[src/hdl/csi2_rx_settings.svh]
`ifndef CSI2_RX_SETTINGS_SVH
`define CSI2_RX_SETTINGS_SVH

`define CSI2_EVT_DEPTH   4

`define CSI2_REG_STATUS  8'h00
`define CSI2_REG_SHORT   8'h04
`define CSI2_REG_LONG    8'h08
`define CSI2_REG_PKTCNT  8'h0C
`define CSI2_REG_ERRCNT  8'h10

`define CSI2_CRC_INIT    16'hFFFF
`define CSI2_CRC_POLY    16'h8408
`define CSI2_LONG_DT_MIN 6'h10

`endif

[src/hdl/csi2_rx_pkg.sv]
package csi2_rx_pkg;

// raw header word as it arrives on the merged lanes
typedef struct packed {
  logic [7 : 0]  ecc;
  logic [15 : 0] wc;
  logic [7 : 0]  di;
} hdr_word_t;

typedef struct packed {
  logic corrected;
  logic uncorrectable;
} ecc_status_t;

// same bit order as the header, so register reads line up with the wire format
typedef struct packed {
  logic [15 : 0] data_field;
  logic [1 : 0]  vc;
  logic [5 : 0]  dt;
} short_pkt_t;

// word_cnt includes the two crc bytes
typedef struct packed {
  logic [15 : 0] word_cnt;
  logic [1 : 0]  vc;
  logic [5 : 0]  dt;
} long_hdr_t;

typedef struct packed {
  logic          eop;
  logic [3 : 0]  be;
  logic [31 : 0] data;
} payload_beat_t;

endpackage

[src/hdl/csi2_header_ecc.sv]
`timescale 1ns/10ps

module csi2_header_ecc
(
  input  csi2_rx_pkg::hdr_word_t   hdr_i,
  output csi2_rx_pkg::hdr_word_t   hdr_o,
  output csi2_rx_pkg::ecc_status_t status_o
);

// parity column of each header data bit, P5 in the msb
localparam logic [5 : 0] ECC_COL [24] = '{
  6'h07, 6'h0B, 6'h0D, 6'h0E, 6'h13, 6'h15, 6'h16, 6'h19,
  6'h1A, 6'h1C, 6'h23, 6'h25, 6'h26, 6'h29, 6'h2A, 6'h2C,
  6'h31, 6'h32, 6'h34, 6'h38, 6'h1F, 6'h2F, 6'h37, 6'h3B
};

logic [23 : 0] data_raw;
logic [23 : 0] data_fix;
logic [5 : 0]  calc;
logic [5 : 0]  syndrome;
logic [5 : 0]  ecc_fix;
logic          hit;
logic          parity_err;

assign data_raw = hdr_i[23 : 0];

always_comb
begin
  calc = 6'd0;
  for( int i = 0; i < 24; i++ )
    if( data_raw[i] )
      calc = calc ^ ECC_COL[i];
end

assign syndrome = calc ^ hdr_i.ecc[5 : 0];

always_comb
begin
  data_fix = data_raw;
  hit      = 1'b0;
  for( int i = 0; i < 24; i++ )
    if( syndrome == ECC_COL[i] )
    begin
      data_fix[i] = ~data_raw[i];
      hit         = 1'b1;
    end
end

// a lone syndrome bit means the ecc byte itself took the hit
assign parity_err = $onehot( syndrome );
assign ecc_fix    = parity_err ? calc : hdr_i.ecc[5 : 0];

assign hdr_o    = { 2'b00, ecc_fix, data_fix };
assign status_o = '{
  corrected:     ( hit || parity_err ),
  uncorrectable: ( syndrome != 6'd0 ) && !hit && !parity_err
};

endmodule

[src/hdl/csi2_pkt_handler.sv]
`timescale 1ns/10ps
`include "csi2_rx_settings.svh"

module csi2_pkt_handler
(
  input  logic                       clk_i,
  input  logic                       rst_i,
  input  logic                       valid_i,
  input  csi2_rx_pkg::hdr_word_t     hdr_i,
  input  csi2_rx_pkg::ecc_status_t   ecc_i,
  input  logic [31 : 0]              data_i,
  output csi2_rx_pkg::short_pkt_t    short_o,
  output logic                       short_valid_o,
  output csi2_rx_pkg::long_hdr_t     long_hdr_o,
  output logic                       long_valid_o,
  output csi2_rx_pkg::payload_beat_t beat_o,
  output logic                       beat_valid_o,
  output logic                       hdr_corrected_o,
  output logic                       hdr_dropped_o
);

logic          valid_d1;
logic          running;
logic          hdr_seen;
logic          hdr_ok;
logic          is_long;
logic          last_word;
logic          pkt_done;
logic          done_d1;
logic [15 : 0] byte_cnt;
logic [3 : 0]  last_be;
logic [31 : 0] beat_data;
logic [3 : 0]  beat_be;
logic          beat_eop;

// header is the first word of a burst while no long packet is open
assign hdr_seen = valid_i && !valid_d1 && !running;
assign hdr_ok   = hdr_seen && !ecc_i.uncorrectable;
assign is_long  = hdr_i.di[5 : 0] >= `CSI2_LONG_DT_MIN;

always_ff @( posedge clk_i )
begin
  if( rst_i )
  begin
    valid_d1        <= 1'b0;
    done_d1         <= 1'b0;
    short_valid_o   <= 1'b0;
    hdr_corrected_o <= 1'b0;
    hdr_dropped_o   <= 1'b0;
  end
  else
  begin
    valid_d1        <= valid_i;
    done_d1         <= pkt_done;
    short_valid_o   <= hdr_ok && !is_long;
    hdr_corrected_o <= hdr_ok && ecc_i.corrected;
    hdr_dropped_o   <= hdr_seen && ecc_i.uncorrectable;
  end
end

always_ff @( posedge clk_i )
begin
  if( rst_i )
  begin
    running      <= 1'b0;
    long_valid_o <= 1'b0;
  end
  else if( hdr_ok && is_long )
  begin
    running      <= 1'b1;
    long_valid_o <= 1'b1;
  end
  else
  begin
    if( pkt_done )
      running <= 1'b0;
    if( done_d1 )
      long_valid_o <= 1'b0;
  end
end

always_ff @( posedge clk_i )
begin
  if( hdr_ok && !is_long )
    short_o <= '{ data_field: hdr_i.wc, vc: hdr_i.di[7 : 6], dt: hdr_i.di[5 : 0] };
  if( hdr_ok && is_long )
    long_hdr_o <= '{ word_cnt: hdr_i.wc + 16'd2, vc: hdr_i.di[7 : 6], dt: hdr_i.di[5 : 0] };
end

// payload bytes counted in steps of four against word count plus crc
always_ff @( posedge clk_i )
begin
  if( rst_i || pkt_done )
    byte_cnt <= 16'd0;
  else if( valid_i && running )
    byte_cnt <= byte_cnt + 16'd4;
end

assign last_word = ( byte_cnt + 16'd4 ) >= long_hdr_o.word_cnt;
assign pkt_done  = last_word && running && valid_i;

always_comb
begin
  case( long_hdr_o.word_cnt[1 : 0] )
    2'd1:    last_be = 4'b0001;
    2'd2:    last_be = 4'b0011;
    2'd3:    last_be = 4'b0111;
    default: last_be = 4'b1111;
  endcase
end

always_ff @( posedge clk_i )
begin
  if( rst_i )
  begin
    beat_valid_o <= 1'b0;
    beat_be      <= 4'd0;
    beat_eop     <= 1'b0;
  end
  else
  begin
    beat_valid_o <= valid_i && running;
    beat_be      <= pkt_done ? last_be : 4'b1111;
    beat_eop     <= pkt_done;
  end
end

always_ff @( posedge clk_i )
  beat_data <= data_i;

assign beat_o = '{ eop: beat_eop, be: beat_be, data: beat_data };

endmodule

[src/hdl/csi2_payload_crc.sv]
`timescale 1ns/10ps
`include "csi2_rx_settings.svh"

module csi2_payload_crc
(
  input  logic                       clk_i,
  input  logic                       rst_i,
  input  csi2_rx_pkg::payload_beat_t beat_i,
  input  logic                       beat_valid_i,
  output logic                       crc_done_o,
  output logic                       crc_err_o
);

logic [15 : 0] crc_q;
logic [15 : 0] crc_n;
// [7:0] holds the older byte of the window
logic [15 : 0] win_q;
logic [15 : 0] win_n;
logic [1 : 0]  fill_q;
logic [1 : 0]  fill_n;

// reflected crc-16, lsb of each byte first
function automatic logic [15 : 0] crc_byte( input logic [15 : 0] crc, input logic [7 : 0] b );
  logic [15 : 0] c;
  c = crc;
  for( int k = 0; k < 8; k++ )
    if( c[0] ^ b[k] )
      c = ( c >> 1 ) ^ `CSI2_CRC_POLY;
    else
      c = c >> 1;
  return c;
endfunction

always_comb
begin
  crc_n  = crc_q;
  win_n  = win_q;
  fill_n = fill_q;
  for( int i = 0; i < 4; i++ )
    if( beat_i.be[i] )
    begin
      // the byte falling out of the window is known to be payload
      if( fill_n == 2'd2 )
        crc_n = crc_byte( crc_n, win_n[7 : 0] );
      win_n  = { beat_i.data[8 * i +: 8], win_n[15 : 8] };
      fill_n = ( fill_n == 2'd2 ) ? 2'd2 : fill_n + 2'd1;
    end
end

always_ff @( posedge clk_i )
begin
  if( rst_i )
  begin
    crc_q      <= `CSI2_CRC_INIT;
    fill_q     <= 2'd0;
    crc_done_o <= 1'b0;
    crc_err_o  <= 1'b0;
  end
  else
  begin
    crc_done_o <= beat_valid_i && beat_i.eop;
    crc_err_o  <= beat_valid_i && beat_i.eop && ( crc_n != win_n );
    if( beat_valid_i && beat_i.eop )
    begin
      crc_q  <= `CSI2_CRC_INIT;
      fill_q <= 2'd0;
    end
    else if( beat_valid_i )
    begin
      crc_q  <= crc_n;
      fill_q <= fill_n;
    end
  end
end

always_ff @( posedge clk_i )
  if( beat_valid_i )
    win_q <= win_n;

endmodule

[src/hdl/csi2_evt_fifo.sv]
`timescale 1ns/10ps

module csi2_evt_fifo
#(
  parameter type entry_t = logic [23 : 0],
  parameter int  DEPTH   = 4
)
(
  input  logic   clk_i,
  input  logic   rst_i,
  input  logic   push_i,
  input  entry_t entry_i,
  input  logic   pop_i,
  output entry_t head_o,
  output logic   empty_o,
  output logic   overflow_o,
  input  logic   clr_ovf_i
);

localparam int AW = ( DEPTH > 1 ) ? $clog2( DEPTH ) : 1;

entry_t          mem [DEPTH];
logic [AW - 1:0] wr_ptr;
logic [AW - 1:0] rd_ptr;
logic [AW : 0]   count;
logic            full;
logic            do_pop;
logic            do_push;

assign empty_o = ( count == '0 );
assign full    = ( count == ( AW + 1 )'( DEPTH ) );
assign do_pop  = pop_i && !empty_o;
// a pop in the same cycle makes room for the push
assign do_push = push_i && ( !full || do_pop );
assign head_o  = mem[rd_ptr];

always_ff @( posedge clk_i )
begin
  if( rst_i )
  begin
    for( int i = 0; i < DEPTH; i++ )
      mem[i] <= '0;
    wr_ptr     <= '0;
    rd_ptr     <= '0;
    count      <= '0;
    overflow_o <= 1'b0;
  end
  else
  begin
    if( do_push )
    begin
      mem[wr_ptr] <= entry_i;
      wr_ptr      <= ( wr_ptr == AW'( DEPTH - 1 ) ) ? '0 : wr_ptr + 1'b1;
    end
    if( do_pop )
      rd_ptr <= ( rd_ptr == AW'( DEPTH - 1 ) ) ? '0 : rd_ptr + 1'b1;
    count <= count + ( AW + 1 )'( do_push ) - ( AW + 1 )'( do_pop );
    if( push_i && !do_push )
      overflow_o <= 1'b1;
    else if( clr_ovf_i )
      overflow_o <= 1'b0;
  end
end

endmodule

[src/hdl/csi2_wb_regs.sv]
`timescale 1ns/10ps
`include "csi2_rx_settings.svh"

module csi2_wb_regs
(
  input  logic                    clk_i,
  input  logic                    rst_i,
  input  logic                    wb_cyc_i,
  input  logic                    wb_stb_i,
  input  logic                    wb_we_i,
  input  logic [7 : 0]            wb_adr_i,
  input  logic [31 : 0]           wb_dat_i,
  output logic [31 : 0]           wb_dat_o,
  output logic                    wb_ack_o,
  input  csi2_rx_pkg::short_pkt_t short_head_i,
  input  csi2_rx_pkg::long_hdr_t  long_head_i,
  input  logic                    short_empty_i,
  input  logic                    long_empty_i,
  input  logic                    short_ovf_i,
  input  logic                    long_ovf_i,
  input  logic                    short_evt_i,
  input  logic                    long_evt_i,
  input  logic                    hdr_corrected_i,
  input  logic                    hdr_dropped_i,
  input  logic                    crc_done_i,
  input  logic                    crc_err_i,
  output logic                    short_pop_o,
  output logic                    long_pop_o,
  output logic [1 : 0]            clr_ovf_o
);

logic [15 : 0] short_cnt;
logic [15 : 0] long_cnt;
logic [7 : 0]  corr_cnt;
logic [7 : 0]  drop_cnt;
logic [7 : 0]  crc_cnt;
logic [31 : 0] rd_data;
logic          req;
logic          rd_ack;
logic          wr_ack;

assign req    = wb_cyc_i && wb_stb_i && !wb_ack_o;
assign rd_ack = wb_ack_o && !wb_we_i;
assign wr_ack = wb_ack_o && wb_we_i;

always_comb
begin
  case( wb_adr_i )
    `CSI2_REG_STATUS: rd_data = { 28'd0, long_ovf_i, short_ovf_i, !long_empty_i, !short_empty_i };
    `CSI2_REG_SHORT:  rd_data = { 8'd0, short_head_i };
    `CSI2_REG_LONG:   rd_data = { 8'd0, long_head_i };
    `CSI2_REG_PKTCNT: rd_data = { long_cnt, short_cnt };
    `CSI2_REG_ERRCNT: rd_data = { 8'd0, crc_cnt, drop_cnt, corr_cnt };
    default:          rd_data = 32'd0;
  endcase
end

always_ff @( posedge clk_i )
begin
  if( rst_i )
    wb_ack_o <= 1'b0;
  else
    wb_ack_o <= req;
end

always_ff @( posedge clk_i )
  if( req )
    wb_dat_o <= rd_data;

// head was sampled into wb_dat_o, so the pop lands on the ack cycle
assign short_pop_o = rd_ack && ( wb_adr_i == `CSI2_REG_SHORT );
assign long_pop_o  = rd_ack && ( wb_adr_i == `CSI2_REG_LONG );
assign clr_ovf_o   = ( wr_ack && ( wb_adr_i == `CSI2_REG_STATUS ) ) ? wb_dat_i[3 : 2] : 2'b00;

// saturating counters
always_ff @( posedge clk_i )
begin
  if( rst_i )
  begin
    short_cnt <= 16'd0;
    long_cnt  <= 16'd0;
    corr_cnt  <= 8'd0;
    drop_cnt  <= 8'd0;
    crc_cnt   <= 8'd0;
  end
  else
  begin
    if( short_evt_i && ( short_cnt != 16'hFFFF ) )
      short_cnt <= short_cnt + 16'd1;
    if( long_evt_i && ( long_cnt != 16'hFFFF ) )
      long_cnt <= long_cnt + 16'd1;
    if( hdr_corrected_i && ( corr_cnt != 8'hFF ) )
      corr_cnt <= corr_cnt + 8'd1;
    if( hdr_dropped_i && ( drop_cnt != 8'hFF ) )
      drop_cnt <= drop_cnt + 8'd1;
    if( crc_done_i && crc_err_i && ( crc_cnt != 8'hFF ) )
      crc_cnt <= crc_cnt + 8'd1;
  end
end

endmodule

[src/hdl/csi2_rx_top.sv]
`timescale 1ns/10ps
`include "csi2_rx_settings.svh"

module csi2_rx_top
(
  input  logic                       clk_i,
  input  logic                       rst_i,
  input  logic                       valid_i,
  input  logic [31 : 0]              data_i,
  output csi2_rx_pkg::payload_beat_t beat_o,
  output logic                       beat_valid_o,
  input  logic                       wb_cyc_i,
  input  logic                       wb_stb_i,
  input  logic                       wb_we_i,
  input  logic [7 : 0]               wb_adr_i,
  input  logic [31 : 0]              wb_dat_i,
  output logic [31 : 0]              wb_dat_o,
  output logic                       wb_ack_o
);

csi2_rx_pkg::hdr_word_t   hdr_fix;
csi2_rx_pkg::ecc_status_t ecc_status;
csi2_rx_pkg::short_pkt_t  short_evt;
csi2_rx_pkg::short_pkt_t  short_head;
csi2_rx_pkg::long_hdr_t   long_evt;
csi2_rx_pkg::long_hdr_t   long_head;
logic                     short_valid;
logic                     long_valid;
logic                     long_valid_q;
logic                     long_push;
logic                     hdr_corrected;
logic                     hdr_dropped;
logic                     crc_done;
logic                     crc_err;
logic                     short_empty;
logic                     long_empty;
logic                     short_ovf;
logic                     long_ovf;
logic                     short_pop;
logic                     long_pop;
logic [1 : 0]             clr_ovf;

csi2_header_ecc u_ecc
(
  .hdr_i    ( data_i     ),
  .hdr_o    ( hdr_fix    ),
  .status_o ( ecc_status )
);

csi2_pkt_handler u_handler
(
  .clk_i           ( clk_i         ),
  .rst_i           ( rst_i         ),
  .valid_i         ( valid_i       ),
  .hdr_i           ( hdr_fix       ),
  .ecc_i           ( ecc_status    ),
  .data_i          ( data_i        ),
  .short_o         ( short_evt     ),
  .short_valid_o   ( short_valid   ),
  .long_hdr_o      ( long_evt      ),
  .long_valid_o    ( long_valid    ),
  .beat_o          ( beat_o        ),
  .beat_valid_o    ( beat_valid_o  ),
  .hdr_corrected_o ( hdr_corrected ),
  .hdr_dropped_o   ( hdr_dropped   )
);

csi2_payload_crc u_crc
(
  .clk_i        ( clk_i        ),
  .rst_i        ( rst_i        ),
  .beat_i       ( beat_o       ),
  .beat_valid_i ( beat_valid_o ),
  .crc_done_o   ( crc_done     ),
  .crc_err_o    ( crc_err      )
);

// long header valid spans the packet, queue it once
always_ff @( posedge clk_i )
begin
  if( rst_i )
    long_valid_q <= 1'b0;
  else
    long_valid_q <= long_valid;
end

assign long_push = long_valid && !long_valid_q;

csi2_evt_fifo #( .entry_t( csi2_rx_pkg::short_pkt_t ), .DEPTH( `CSI2_EVT_DEPTH ) ) u_short_q
(
  .clk_i      ( clk_i       ),
  .rst_i      ( rst_i       ),
  .push_i     ( short_valid ),
  .entry_i    ( short_evt   ),
  .pop_i      ( short_pop   ),
  .head_o     ( short_head  ),
  .empty_o    ( short_empty ),
  .overflow_o ( short_ovf   ),
  .clr_ovf_i  ( clr_ovf[0]  )
);

csi2_evt_fifo #( .entry_t( csi2_rx_pkg::long_hdr_t ), .DEPTH( `CSI2_EVT_DEPTH ) ) u_long_q
(
  .clk_i      ( clk_i      ),
  .rst_i      ( rst_i      ),
  .push_i     ( long_push  ),
  .entry_i    ( long_evt   ),
  .pop_i      ( long_pop   ),
  .head_o     ( long_head  ),
  .empty_o    ( long_empty ),
  .overflow_o ( long_ovf   ),
  .clr_ovf_i  ( clr_ovf[1] )
);

csi2_wb_regs u_regs
(
  .clk_i           ( clk_i         ),
  .rst_i           ( rst_i         ),
  .wb_cyc_i        ( wb_cyc_i      ),
  .wb_stb_i        ( wb_stb_i      ),
  .wb_we_i         ( wb_we_i       ),
  .wb_adr_i        ( wb_adr_i      ),
  .wb_dat_i        ( wb_dat_i      ),
  .wb_dat_o        ( wb_dat_o      ),
  .wb_ack_o        ( wb_ack_o      ),
  .short_head_i    ( short_head    ),
  .long_head_i     ( long_head     ),
  .short_empty_i   ( short_empty   ),
  .long_empty_i    ( long_empty    ),
  .short_ovf_i     ( short_ovf     ),
  .long_ovf_i      ( long_ovf      ),
  .short_evt_i     ( short_valid   ),
  .long_evt_i      ( long_push     ),
  .hdr_corrected_i ( hdr_corrected ),
  .hdr_dropped_i   ( hdr_dropped   ),
  .crc_done_i      ( crc_done      ),
  .crc_err_i       ( crc_err       ),
  .short_pop_o     ( short_pop     ),
  .long_pop_o      ( long_pop      ),
  .clr_ovf_o       ( clr_ovf       )
);

endmodule

[config.mk]
export PLATFORM = sky130hd
export DESIGN_NAME = csi2_rx_top
export DESIGN_NICKNAME = d
export VERILOG_FILES = /design/src/hdl/csi2_rx_pkg.sv /design/src/hdl/csi2_header_ecc.sv /design/src/hdl/csi2_pkt_handler.sv /design/src/hdl/csi2_payload_crc.sv /design/src/hdl/csi2_evt_fifo.sv /design/src/hdl/csi2_wb_regs.sv /design/src/hdl/csi2_rx_top.sv
export VERILOG_INCLUDE_DIRS = /design/src /design/src/hdl
export SDC_FILE = /design/constraint.sdc
export NUM_CORES = 1
export LEC_CHECK = 0
export ABC_CLOCK_PERIOD_IN_PS = 5900
export BUFFER_PORTS_ARGS = -buffer_cell sky130_fd_sc_hd__clkbuf_2
export CAP_MARGIN = 0
export CORE_MARGIN = 3
export CORE_UTILIZATION = 62
export DETAILED_ROUTE_END_ITERATION = 8
export PLACE_DENSITY_LB_ADDON = 0.25
export SYNTH_ARGS = -nofsm -noshare
export SYNTH_HDL_FRONTEND = slang
export SYNTH_SLANG_ARGS = --single-unit
[constraint.sdc]
create_clock -name clk_i -period 5.9 [get_ports clk_i]
set_input_delay 0.59 -clock clk_i [delete_from_list [all_inputs] [get_ports clk_i]]
set_output_delay 0.59 -clock clk_i [all_outputs]
set_load 0.02 [all_outputs]
==> results_dict.tcl, run 1 <==
set metrics [dict create \
    run_status "completed" \
    seq_power_share_pct 40.2 \
    port_buffers 118 \
    gp_routability_congestion 0.9511 \
    comb_power_share_pct 29.6 \
    wire_length_of_the_first_global_routing_pass_um 94070 \
    synth.net_count 2265 \
    design.final.nets 2354 \
    maxCapViolations 0 \
    holdPathStages 1 \
    crit_path_end_kind "flop" \
    synth_enable_flop_cells 288 \
    drt.antenna.violating_nets 0 \
    worst_path_max_delay_cell "sky130_fd_sc_hd__and2_1" \
    cts_hold_buf 0 \
    worst_setup_path_start_kind "flop" \
    yosysWarnings 0 \
    post_synth_design_cell_area_um2 23820 \
    regToRegEndpoint "u_crc.crc_err_o$_SDFF_PP0_" \
    fillCellCount 2733 \
    final_layout_size_suffix_gt1_share_pct 15.22 \
    r2r_cells 17 \
    hold_path_startpoint "data_i[31]" \
    htree_num_levels 2 \
    hold_worst_path_end "u_handler.beat_data[31]$_DFF_P_" \
    critPathMaxStageDelay_ns 0.70 \
    die_y_um 202.0 \
    critPathArrivalTime_ns 5.81 \
    finalHoldViolCount 0 \
    ys.flop_type "sky130_fd_sc_hd__edfxtp_1" \
    final.setup.tns_ns 0 \
    sw_frac_of_total_pct 33.61 \
    power_density_nw_per_um2 369.1 \
    antenna_found_initial 1 \
    clkPwrFrac_pct 30.3 \
    critPathMaxFanout 17 \
    coreArea_um2 37760 \
    synth-seq-area-share_pct 49.42 \
    rows 71 \
    finalWorstPathRequiredPeriod_ns 5.360 \
    crit_path_cell_trace "inv_1 -> ha_1 -> and2_1 -> mux2i_4 -> xor3_1 -> mux2i_1 -> xor2_2 -> xnor2_2 -> xor2_1 -> mux2i_4 -> xnor2_2 -> xnor2_4 -> xor2_1 -> xor2_1 -> a2111oi_0 -> a21oi_1 -> o41a_1" \
    clock_transition_at_the_registers_of_the_reported_paths_ns 0.06 \
    yosys.cell_types.count 87 \
    p_int_mw 6.485 \
    synthCells 2133 \
    setup-violations-final 0 \
    cts_buffer_depth 3 \
    placed_area_um2 24920 \
    layout.cell_area.non_filler_um2 26460 \
    net-switching-power_mw 3.283 \
    highest_count_cells_in_the_layout_ignoring_fill_and_taps "sky130_fd_sc_hd__edfxtp_1 (288), sky130_fd_sc_hd__and2_1 (191), sky130_fd_sc_hd__nand2_1 (180), sky130_fd_sc_hd__nor2_1 (174), sky130_fd_sc_hd__dfxtp_1 (152)" \
    insertion_delay_ns 0.58 \
    cp_common_cell "sky130_fd_sc_hd__xor2_1" \
    grtUsageTotal_pct 29.55 \
    first_iteration_detailed_routing_drc_count 1821 \
    timing_worst_slew_pin_value_ns 1.124 \
    layout.cells.most_common "sky130_fd_sc_hd__edfxtp_1" \
    finalClockSkew_ns 0.01417 \
    io-pin-count 149 \
    total_routed_length_um 60140 \
    clockRootBuffer "sky130_fd_sc_hd__clkbuf_16" \
    synth-async-reset-ratio_pct 0 \
    layout_worst_path_cycle_share_pct 90.84 \
    postCtsResizedCells 0 \
    rsz0062_at_grt "no" \
    cts_setup_buffers 0 \
    hold_path_class "in -> reg" \
    initial_core_util_pct 63.08 \
    cts_sinks 444 \
    post_dr_vias_cell 6.087 \
    path_class "reg -> reg" \
    die-width_um 202.0 \
    drt_pre_antenna_iters 9 \
    post-dp-hpwl_um 42120 \
    routed-via-count 16870 \
    regToRegSetupSlack_ns 0.54 \
    timing.final.max_slew_violations 0 \
    grt.overflow.total 0 \
    synth-seq-cells 444 \
    startpoint_of_the_worst_register_to_register_path "u_crc.fill_q[0]$_SDFFE_PP0P_" \
    max_freq_mhz 186.6 \
    maxSlewHeadroom_pct 24.99 \
    number_of_global_route_vias_before_repair 16530 \
    largest_net_degree_at_the_start_of_global_routing 59 \
    total_power_mw 9.767 \
    drcViolationCount 0 \
    route.detailed.wl_per_inst_um 21.70 \
    die_area_um2 40800 \
    flow.area_growth_from_synthesis_pct 11.11 \
    static-leakage-power_nw 10.50 \
    maximum_vdd_ir_drop_v 0.0002839 \
    cts_inserted_buffers 46 \
    syn_avg_cell_area_um2 11.17 \
    crit_required_ns 6.35 \
    tritoncts_clock_tree "built" \
]
cell usage after synthesis, types with 50 or more instances:
cell type,count,area [µm²]
sky130_fd_sc_hd__edfxtp_1,288,8648
sky130_fd_sc_hd__inv_1,74,277.8
sky130_fd_sc_hd__xor2_1,90,788.3
sky130_fd_sc_hd__o21ai_0,71,355.3
sky130_fd_sc_hd__nand2_1,180,675.7
sky130_fd_sc_hd__and2_1,191,1195
sky130_fd_sc_hd__a21oi_1,65,325.3
sky130_fd_sc_hd__nand3_1,61,305.3
sky130_fd_sc_hd__clkbuf_1,85,319.1
sky130_fd_sc_hd__mux2i_1,64,640.6
sky130_fd_sc_hd__xnor2_1,146,1279
sky130_fd_sc_hd__ha_1,50,625.6
sky130_fd_sc_hd__nor2_1,177,664.4
sky130_fd_sc_hd__dfxtp_1,156,3123
how the worst max path moves through the flow:
stage                                          from                                  to  slack (ns)  cells after the start
finish                 u_crc.fill_q[0]$_SDFFE_PP0P_          u_crc.crc_err_o$_SDFF_PP0_        0.54                     17
CTS                    u_crc.fill_q[0]$_SDFFE_PP0P_          u_crc.crc_err_o$_SDFF_PP0_        0.57                     17
detailed placement                       data_i[23]  u_handler.long_hdr_o[19]$_DFFE_PP_        0.60                     19
global route           u_crc.fill_q[0]$_SDFFE_PP0P_          u_crc.crc_err_o$_SDFF_PP0_        0.17                     16
floorplan           u_handler.beat_be[0]$_SDFF_PP0_          u_crc.crc_err_o$_SDFF_PP0_        0.68                     20
global placement       u_crc.fill_q[0]$_SDFFE_PP0P_          u_crc.crc_err_o$_SDFF_PP0_        0.72                     16
power groups by stage:
| stage | sequential, mW | clock (mW) | combinational [mW] |
|---|---|---|---|
| 6_report | 3.92 | 2.96 | 2.89 |
| 5_1_grt | 3.95 | 3.12 | 3.15 |
| 4_1_cts | 3.91 | 2.99 | 2.85 |
| 3_5_place_dp | 3.97 | 0 | 2.84 |
| 3_3_place_gp | 3.95 | 0 | 2.78 |
| 2_1_floorplan | 3.89 | 0 | 2.10 |
flip-flops by register name, indices dropped and copies added (netlist names), 24 cells and up, named ones only:
register	count
u_handler.beat_data	32
u_long_q.mem	96
u_handler.long_hdr_o	24
u_regs.wb_dat_o	32
u_handler.short_o	24
u_short_q.mem	96
metal layers:
layer	vias up	GRT usage, %	routed length, µm
met2	808	46.10	27730
met4	0	11.04	2156
met3	130	5.154	5330
met1	8205	41.97	24920
met5	-	0	0
li1	7731	-	-
final cells by class:
class	instances	area [µm²]	area share (%)
Antenna cell	1	2.502	0.009456
Multi-Input combinational cell	1506	11390	43.06
Clock inverter	28	284.0	1.073
Clock buffer	58	1259	4.757
Inverter	75	281.5	1.064
Timing Repair Buffer	149	825.8	3.121
Sequential cell	444	11780	44.50
Tap cell	511	639.4	2.416
metrics by stage:
step                instances  utilization, %  worst slack (ns)  hold slack, ns
global placement         2685           66.00            0.7157          0.4307
CTS                      2771           70.08            0.5730         0.08959
global route             2771           70.08            0.1684          0.1056
floorplan                2133               -            0.6833          0.4151
finish                   2772           70.09            0.5403          0.1129
detailed placement       2685           66.00            0.5983          0.4490
worst max-delay path: cells and delay by family (launching register included):
kind / cells / cell delay [ns]
AO/OA/AOI/OAI: 3 / 1.03
XOR/XNOR: 8 / 2.08
adder cells (fa/ha/maj): 1 / 0.20
buffers and inverters: 1 / 0.09
flip-flops: 1 / 0.33
multiplexers: 3 / 0.79
AND/OR/NAND/NOR: 1 / 0.70
cells by family after synthesis:
logic type	share of synthesized area (%)
AO/OA/AOI/OAI	7.691
XOR/XNOR	12.47
adder cells (fa/ha/maj)	2.963
buffers and inverters	3.021
flip-flops	49.42
multiplexers	8.054
AND/OR/NAND/NOR	16.38
No activity file was read; power rests on OpenSTA's default activity.
==> inputs of run 2 (changes only) <==
BUFFER_PORTS_ARGS = -buffer_cell sky130_fd_sc_hd__buf_2   (was -buffer_cell sky130_fd_sc_hd__clkbuf_2)
==> results_dict.tcl, run 2 (same netlist as run 1, synthesis figures left out) <==
set metrics [dict create \
    layout_worst_path_cycle_share_pct 89.46 \
    grtUsageTotal_pct 29.61 \
    critPathMaxFanout 10 \
    maximum_vdd_ir_drop_v 0.0002684 \
    max_freq_mhz 189.5 \
    cts_hold_buf 0 \
    finalHoldViolCount 0 \
    design.final.nets 2356 \
    power_density_nw_per_um2 367.5 \
    run_status "completed" \
    antenna_found_initial 0 \
    hold_path_class "in -> reg" \
    drt_pre_antenna_iters 5 \
    postCtsResizedCells 0 \
    path_class "reg -> reg" \
    layout.core_utilization_pct 70.00 \
    biggestRegsByFlops "u_long_q.mem x96, u_short_q.mem x96" \
    number_of_global_route_vias_before_repair 16450 \
    tritoncts_clock_tree "built" \
    place_inst 2687 \
    maxCapViolations 0 \
    post_layout_nonfiller_instances 2771 \
    crit_path_cell_trace "inv_1 -> ha_1 -> and2_1 -> buf_4 -> mux2i_2 -> xor2_1 -> xnor3_1 -> o21ai_0 -> xnor3_2 -> xor2_1 -> mux2i_4 -> xor2_1 -> o21ai_1 -> a2111o_1 -> o41a_1" \
    place_worst_setup_slack_ns 0.6642 \
    cp_common_cell "sky130_fd_sc_hd__xor2_1" \
    critPathMaxStageDelay_ns 0.62 \
    grt.overflow.total 0 \
    die_area_um2 40800 \
    finalWorstPathRequiredPeriod_ns 5.278 \
    rsz0062_at_grt "no" \
    clock_transition_at_the_registers_of_the_reported_paths_ns 0.06 \
    total_routed_length_um 60570 \
    post-dp-hpwl_um 42320 \
    drcViolationCount 0 \
    holdPathStages 1 \
    wire_length_of_the_first_global_routing_pass_um 93980 \
    insertion_delay_ns 0.58 \
    die_y_um 202.0 \
    rows 71 \
    final.setup.tns_ns 0 \
    critPathArrivalTime_ns 5.72 \
    path_delay_family "XOR/XNOR gates" \
    layout.cells.most_common "sky130_fd_sc_hd__edfxtp_1" \
    flow.area_growth_from_synthesis_pct 10.96 \
    port_buffers 118 \
    cts_setup_buffers 0 \
    clockRootBuffer "sky130_fd_sc_hd__clkbuf_16" \
    setup-violations-final 0 \
    startpoint_of_the_worst_register_to_register_path "u_crc.fill_q[0]$_SDFFE_PP0P_" \
    cts_inserted_buffers 46 \
    maxSlewHeadroom_pct 27.56 \
    htree_num_levels 2 \
    critPathBufInv 2 \
    regToRegSetupSlack_ns 0.62 \
    final_setup_slack_of_the_worst_path_ns 0.6216 \
    crit_path_end_kind "flop" \
    cts_buffer_depth 3 \
    io-pin-count 149 \
    cts_sinks 444 \
    hold_worst_path_end "u_handler.beat_data[31]$_DFF_P_" \
    regToRegEndpoint "u_crc.crc_err_o$_SDFF_PP0_" \
    static-leakage-power_nw 10.47 \
    gp_routability_congestion 0.9486 \
    die-width_um 202.0 \
    r2r_cells 15 \
    route.detailed.wl_per_inst_um 21.86 \
    worst_setup_path_start_kind "flop" \
    number_of_diodes 0 \
    initial_core_util_pct 63.08 \
    timing.final.max_slew_violations 0 \
    first_iteration_detailed_routing_drc_count 1582 \
    routed-via-count 16840 \
    drt.antenna.violating_nets 0 \
    crit_required_ns 6.34 \
    highest_count_cells_in_the_layout_ignoring_fill_and_taps "sky130_fd_sc_hd__edfxtp_1 (288), sky130_fd_sc_hd__and2_1 (191), sky130_fd_sc_hd__nand2_1 (180), sky130_fd_sc_hd__nor2_1 (174), sky130_fd_sc_hd__dfxtp_1 (152)" \
    worst_path_max_delay_cell "sky130_fd_sc_hd__xnor3_2" \
    largest_net_degree_at_the_start_of_global_routing 64 \
    timing_worst_slew_pin_value_ns 1.085 \
    post_dr_vias_cell 6.078 \
    coreArea_um2 37760 \
    hold_path_startpoint "data_i[31]" \
    final_layout_size_suffix_gt1_share_pct 15.09 \
    finalClockSkew_ns 0.01057 \
]
[run 2: cell types whose count changed in the layout (fill, tap and decap cells not counted), sizes merged]
cell / change
clkbuf: -118
clkinvlp: -1
clkinv: +4
buf: +119
inv: -4
diode: -1
[run 2: worst max path at each step]
stage	slack [ns]	cells after the start	start	end
global placement	0.70	19	data_i[23]	u_handler.long_hdr_o[18]$_DFFE_PP_
CTS	0.68	18	u_crc.fill_q[0]$_SDFFE_PP0P_	u_crc.crc_err_o$_SDFF_PP0_
detailed placement	0.66	19	data_i[23]	u_handler.long_hdr_o[18]$_DFFE_PP_
global route	0.43	17	u_crc.fill_q[0]$_SDFFE_PP0P_	u_crc.crc_err_o$_SDFF_PP0_
finish	0.62	15	u_crc.fill_q[0]$_SDFFE_PP0P_	u_crc.crc_err_o$_SDFF_PP0_
floorplan	0.68	20	u_handler.beat_be[0]$_SDFF_PP0_	u_crc.crc_err_o$_SDFF_PP0_
[run 2: final cells by class]
cell class / instances / area (µm²)
repair buffers: 151 / 840.8
clock buffers: 57 / 1212
multi-input cells: 1506 / 11390
fillers: 2696 / 11330
well taps: 511 / 639.4
clock inverters: 27 / 282.8
inverters: 75 / 281.5
flip-flops and latches: 444 / 11780
[run 2: power by group]
group | switching, mW | internal, mW | total, mW
registers | 0.250 | 3.68 | 3.93
clock network | 1.23 | 1.65 | 2.88
logic | 1.80 | 1.10 | 2.90
[run 2: metrics by stage]
stage / area [µm²] / power (mW) / hold WS, ns
CTS: 26430 / 9.694 / 0.09034
finish: 26430 / 9.712 / 0.1184
detailed placement: 24930 / 6.823 / 0.4517
floorplan: 23820 / 5.982 / 0.4151
global placement: 24930 / 6.733 / 0.4339
global route: 26430 / 10.12 / 0.09594
[run 2: routing by layer]
layer  vias to the layer above  GRT usage [%]  part of all wire [%]
met5                         -              0                     0
met4                         0          10.09                   3.2
met3                       112          5.073                   8.6
met2                       744          47.23                    46
met1                      8235          41.62                    42
li1                       7750              -                     -
==> inputs of run 3 (changes only) <==
GPL_TIMING_DRIVEN = 0   (was default)
==> results_dict.tcl, run 3 (same netlist as run 1, synthesis figures left out) <==
set metrics [dict create \
    run_status "completed" \
    drt_pre_antenna_iters 8 \
    highest_count_cells_in_the_layout_ignoring_fill_and_taps "sky130_fd_sc_hd__edfxtp_1 (288), sky130_fd_sc_hd__and2_1 (191), sky130_fd_sc_hd__nand2_1 (180), sky130_fd_sc_hd__nor2_1 (175), sky130_fd_sc_hd__dfxtp_1 (156)" \
    finalWorstPathRequiredPeriod_ns 5.481 \
    path_class "reg -> reg" \
    wire_length_of_the_first_global_routing_pass_um 98810 \
    post-dp-hpwl_um 48790 \
    total_routed_length_um 65150 \
    critPathBufInv 2 \
    cts_setup_buffers 0 \
    antenna_found_initial 2 \
    layout_worst_path_cycle_share_pct 92.89 \
    place_worst_setup_slack_ns -1.010 \
    maximum_vdd_ir_drop_v 0.0002782 \
    r2r_cells 17 \
    drt.antenna.violating_nets 0 \
    port_buffers 117 \
    clock_transition_at_the_registers_of_the_reported_paths_ns 0.07 \
    routed-via-count 17400 \
    die_y_um 202.0 \
    rsz0062_at_grt "no" \
    first_iteration_detailed_routing_drc_count 2063 \
    layout.cells.most_common "sky130_fd_sc_hd__edfxtp_1" \
    final_setup_slack_of_the_worst_path_ns 0.4194 \
    cts_sinks 444 \
    htree_num_levels 2 \
    finalHoldViolCount 0 \
    cp_common_cell "sky130_fd_sc_hd__and2_1" \
    clockRootBuffer "sky130_fd_sc_hd__clkbuf_16" \
    critPathMaxStageDelay_ns 0.51 \
    hold_path_class "in -> reg" \
    post_layout_nonfiller_instances 2845 \
    power_density_nw_per_um2 373.3 \
    design.final.nets 2428 \
    number_of_diodes 0 \
    flow.area_growth_from_synthesis_pct 12.02 \
    critPathArrivalTime_ns 5.94 \
    critPathMaxFanout 37 \
    post_dr_vias_cell 6.116 \
    crit_required_ns 6.36 \
    total_power_mw 9.960 \
    setup-violations-final 0 \
    cts_inserted_buffers 46 \
    path_delay_family "XOR/XNOR gates" \
    worst_setup_path_start_kind "flop" \
    coreArea_um2 37760 \
    place_inst 2764 \
    drcViolationCount 0 \
    crit_path_cell_trace "buf_4 -> mux2i_2 -> ha_1 -> and2_1 -> buf_2 -> nor2_1 -> a31oi_1 -> xnor2_1 -> xnor3_1 -> nor2_2 -> xnor3_2 -> xnor2_4 -> and2_1 -> o21ai_1 -> a32oi_1 -> nand3b_1 -> o41a_1" \
    rows 71 \
    io-pin-count 149 \
    holdPathStages 1 \
    grtUsageTotal_pct 31.76 \
    biggestRegsByFlops "u_long_q.mem x96, u_short_q.mem x96" \
    cts_buffer_depth 3 \
    initial_core_util_pct 63.08 \
    number_of_global_route_vias_before_repair 16910 \
    critical_path_depth 17 \
    maxCapViolations 0 \
    worst_path_max_delay_cell "sky130_fd_sc_hd__buf_4" \
    largest_net_degree_at_the_start_of_global_routing 33 \
    max_freq_mhz 182.5 \
    tritoncts_clock_tree "built" \
    final.setup.tns_ns 0 \
    gp_routability_congestion 0.9730 \
    die-width_um 202.0 \
    static-leakage-power_nw 10.53 \
    crit_path_end_kind "flop" \
    final_layout_size_suffix_gt1_share_pct 13.45 \
    finalClockSkew_ns 0.02602 \
    insertion_delay_ns 0.59 \
    timing_worst_slew_pin_value_ns 1.296 \
    timing.final.max_slew_violations 0 \
    maxSlewHeadroom_pct 12.39 \
    whs_ns 0.09639 \
    route.detailed.wl_per_inst_um 22.90 \
    die_area_um2 40800 \
    grt.overflow.total 0 \
]
==> run 3: cell count changes in the layout (fill, tap and decap cells not counted), sizes merged <==
cell | before | now
buf | 151 | 140
bufinv | 4 | 3
clkbuf | 57 | 146
clkinvlp | 4 | 1
==> run 3: metal layers <==
metal | share of wire, % | routed length (µm) | track usage (%) | vias to the layer above
met3 | 11 | 6879 | 7.199 | 123
li1 | - | - | - | 7893
met4 | 2.8 | 1805 | 9.245 | 0
met5 | 0 | 0 | 0 | -
met2 | 46 | 30100 | 50.23 | 883
met1 | 40 | 26370 | 44.54 | 8500
==> run 3: timing repair <==
| action | CTS | global route |
|---|---|---|
| resized for setup | 5 | 5 |
| hold endpoints to repair | 0 | 0 |
| hold buffers | 0 | 0 |
| setup endpoints to repair | 15 | 1 |
==> run 3: worst register-to-register path: stages, from the launching register on <==
cell,delay [ns]
sky130_fd_sc_hd__dfxtp_1,0.46
sky130_fd_sc_hd__buf_4,0.51
sky130_fd_sc_hd__mux2i_2,0.41
sky130_fd_sc_hd__ha_1,0.31
sky130_fd_sc_hd__and2_1,0.17
sky130_fd_sc_hd__buf_2,0.25
sky130_fd_sc_hd__nor2_1,0.08
sky130_fd_sc_hd__a31oi_1,0.46
sky130_fd_sc_hd__xnor2_1,0.26
sky130_fd_sc_hd__xnor3_1,0.38
sky130_fd_sc_hd__nor2_2,0.17
sky130_fd_sc_hd__xnor3_2,0.49
sky130_fd_sc_hd__xnor2_4,0.37
sky130_fd_sc_hd__and2_1,0.24
sky130_fd_sc_hd__o21ai_1,0.09
sky130_fd_sc_hd__a32oi_1,0.20
sky130_fd_sc_hd__nand3b_1,0.10
sky130_fd_sc_hd__o41a_1,0.44
==> run 3: where the power goes <==
part           internal [mW]  switching (mW)
sequential              3.68           0.275
combinational           1.16            1.91
clock                   1.71            1.24
total                   6.54            3.42
==> run 3: final cells by class <==
class / count / area, µm²
Buffer: 103 / 425.4
Clock buffer: 63 / 1321
Clock inverter: 23 / 202.7
Fill cell: 2672 / 11080
Inverter: 75 / 281.5
Multi-Input combinational cell: 1506 / 11370
Sequential cell: 444 / 11770
Tap cell: 511 / 639.4
Timing Repair Buffer: 120 / 668.1
==> run 3: final timing paths <==
path / startpoint / end / slack [ns]
worst max-delay path: u_handler.beat_be[0]$_SDFF_PP0_ / u_crc.crc_err_o$_SDFF_PP0_ / 0.42
worst min-delay path: data_i[31] / u_handler.beat_data[31]$_DFF_P_ / 0.1
worst max register to register: u_handler.beat_be[0]$_SDFF_PP0_ / u_crc.crc_err_o$_SDFF_PP0_ / 0.42
worst min register to register: u_handler.long_valid_o$_SDFFE_PP0P_ / long_valid_q$_SDFF_PP0_ / 0.46
==> run 3: per-stage QoR <==
step           cell area [µm²]  utilization (%)
2_1_floorplan            23820                -
5_1_grt                  26680            70.66
6_report                 26680            70.66
4_1_cts                  26670            70.64
3_3_place_gp             25040            66.33
3_5_place_dp             25150            66.62
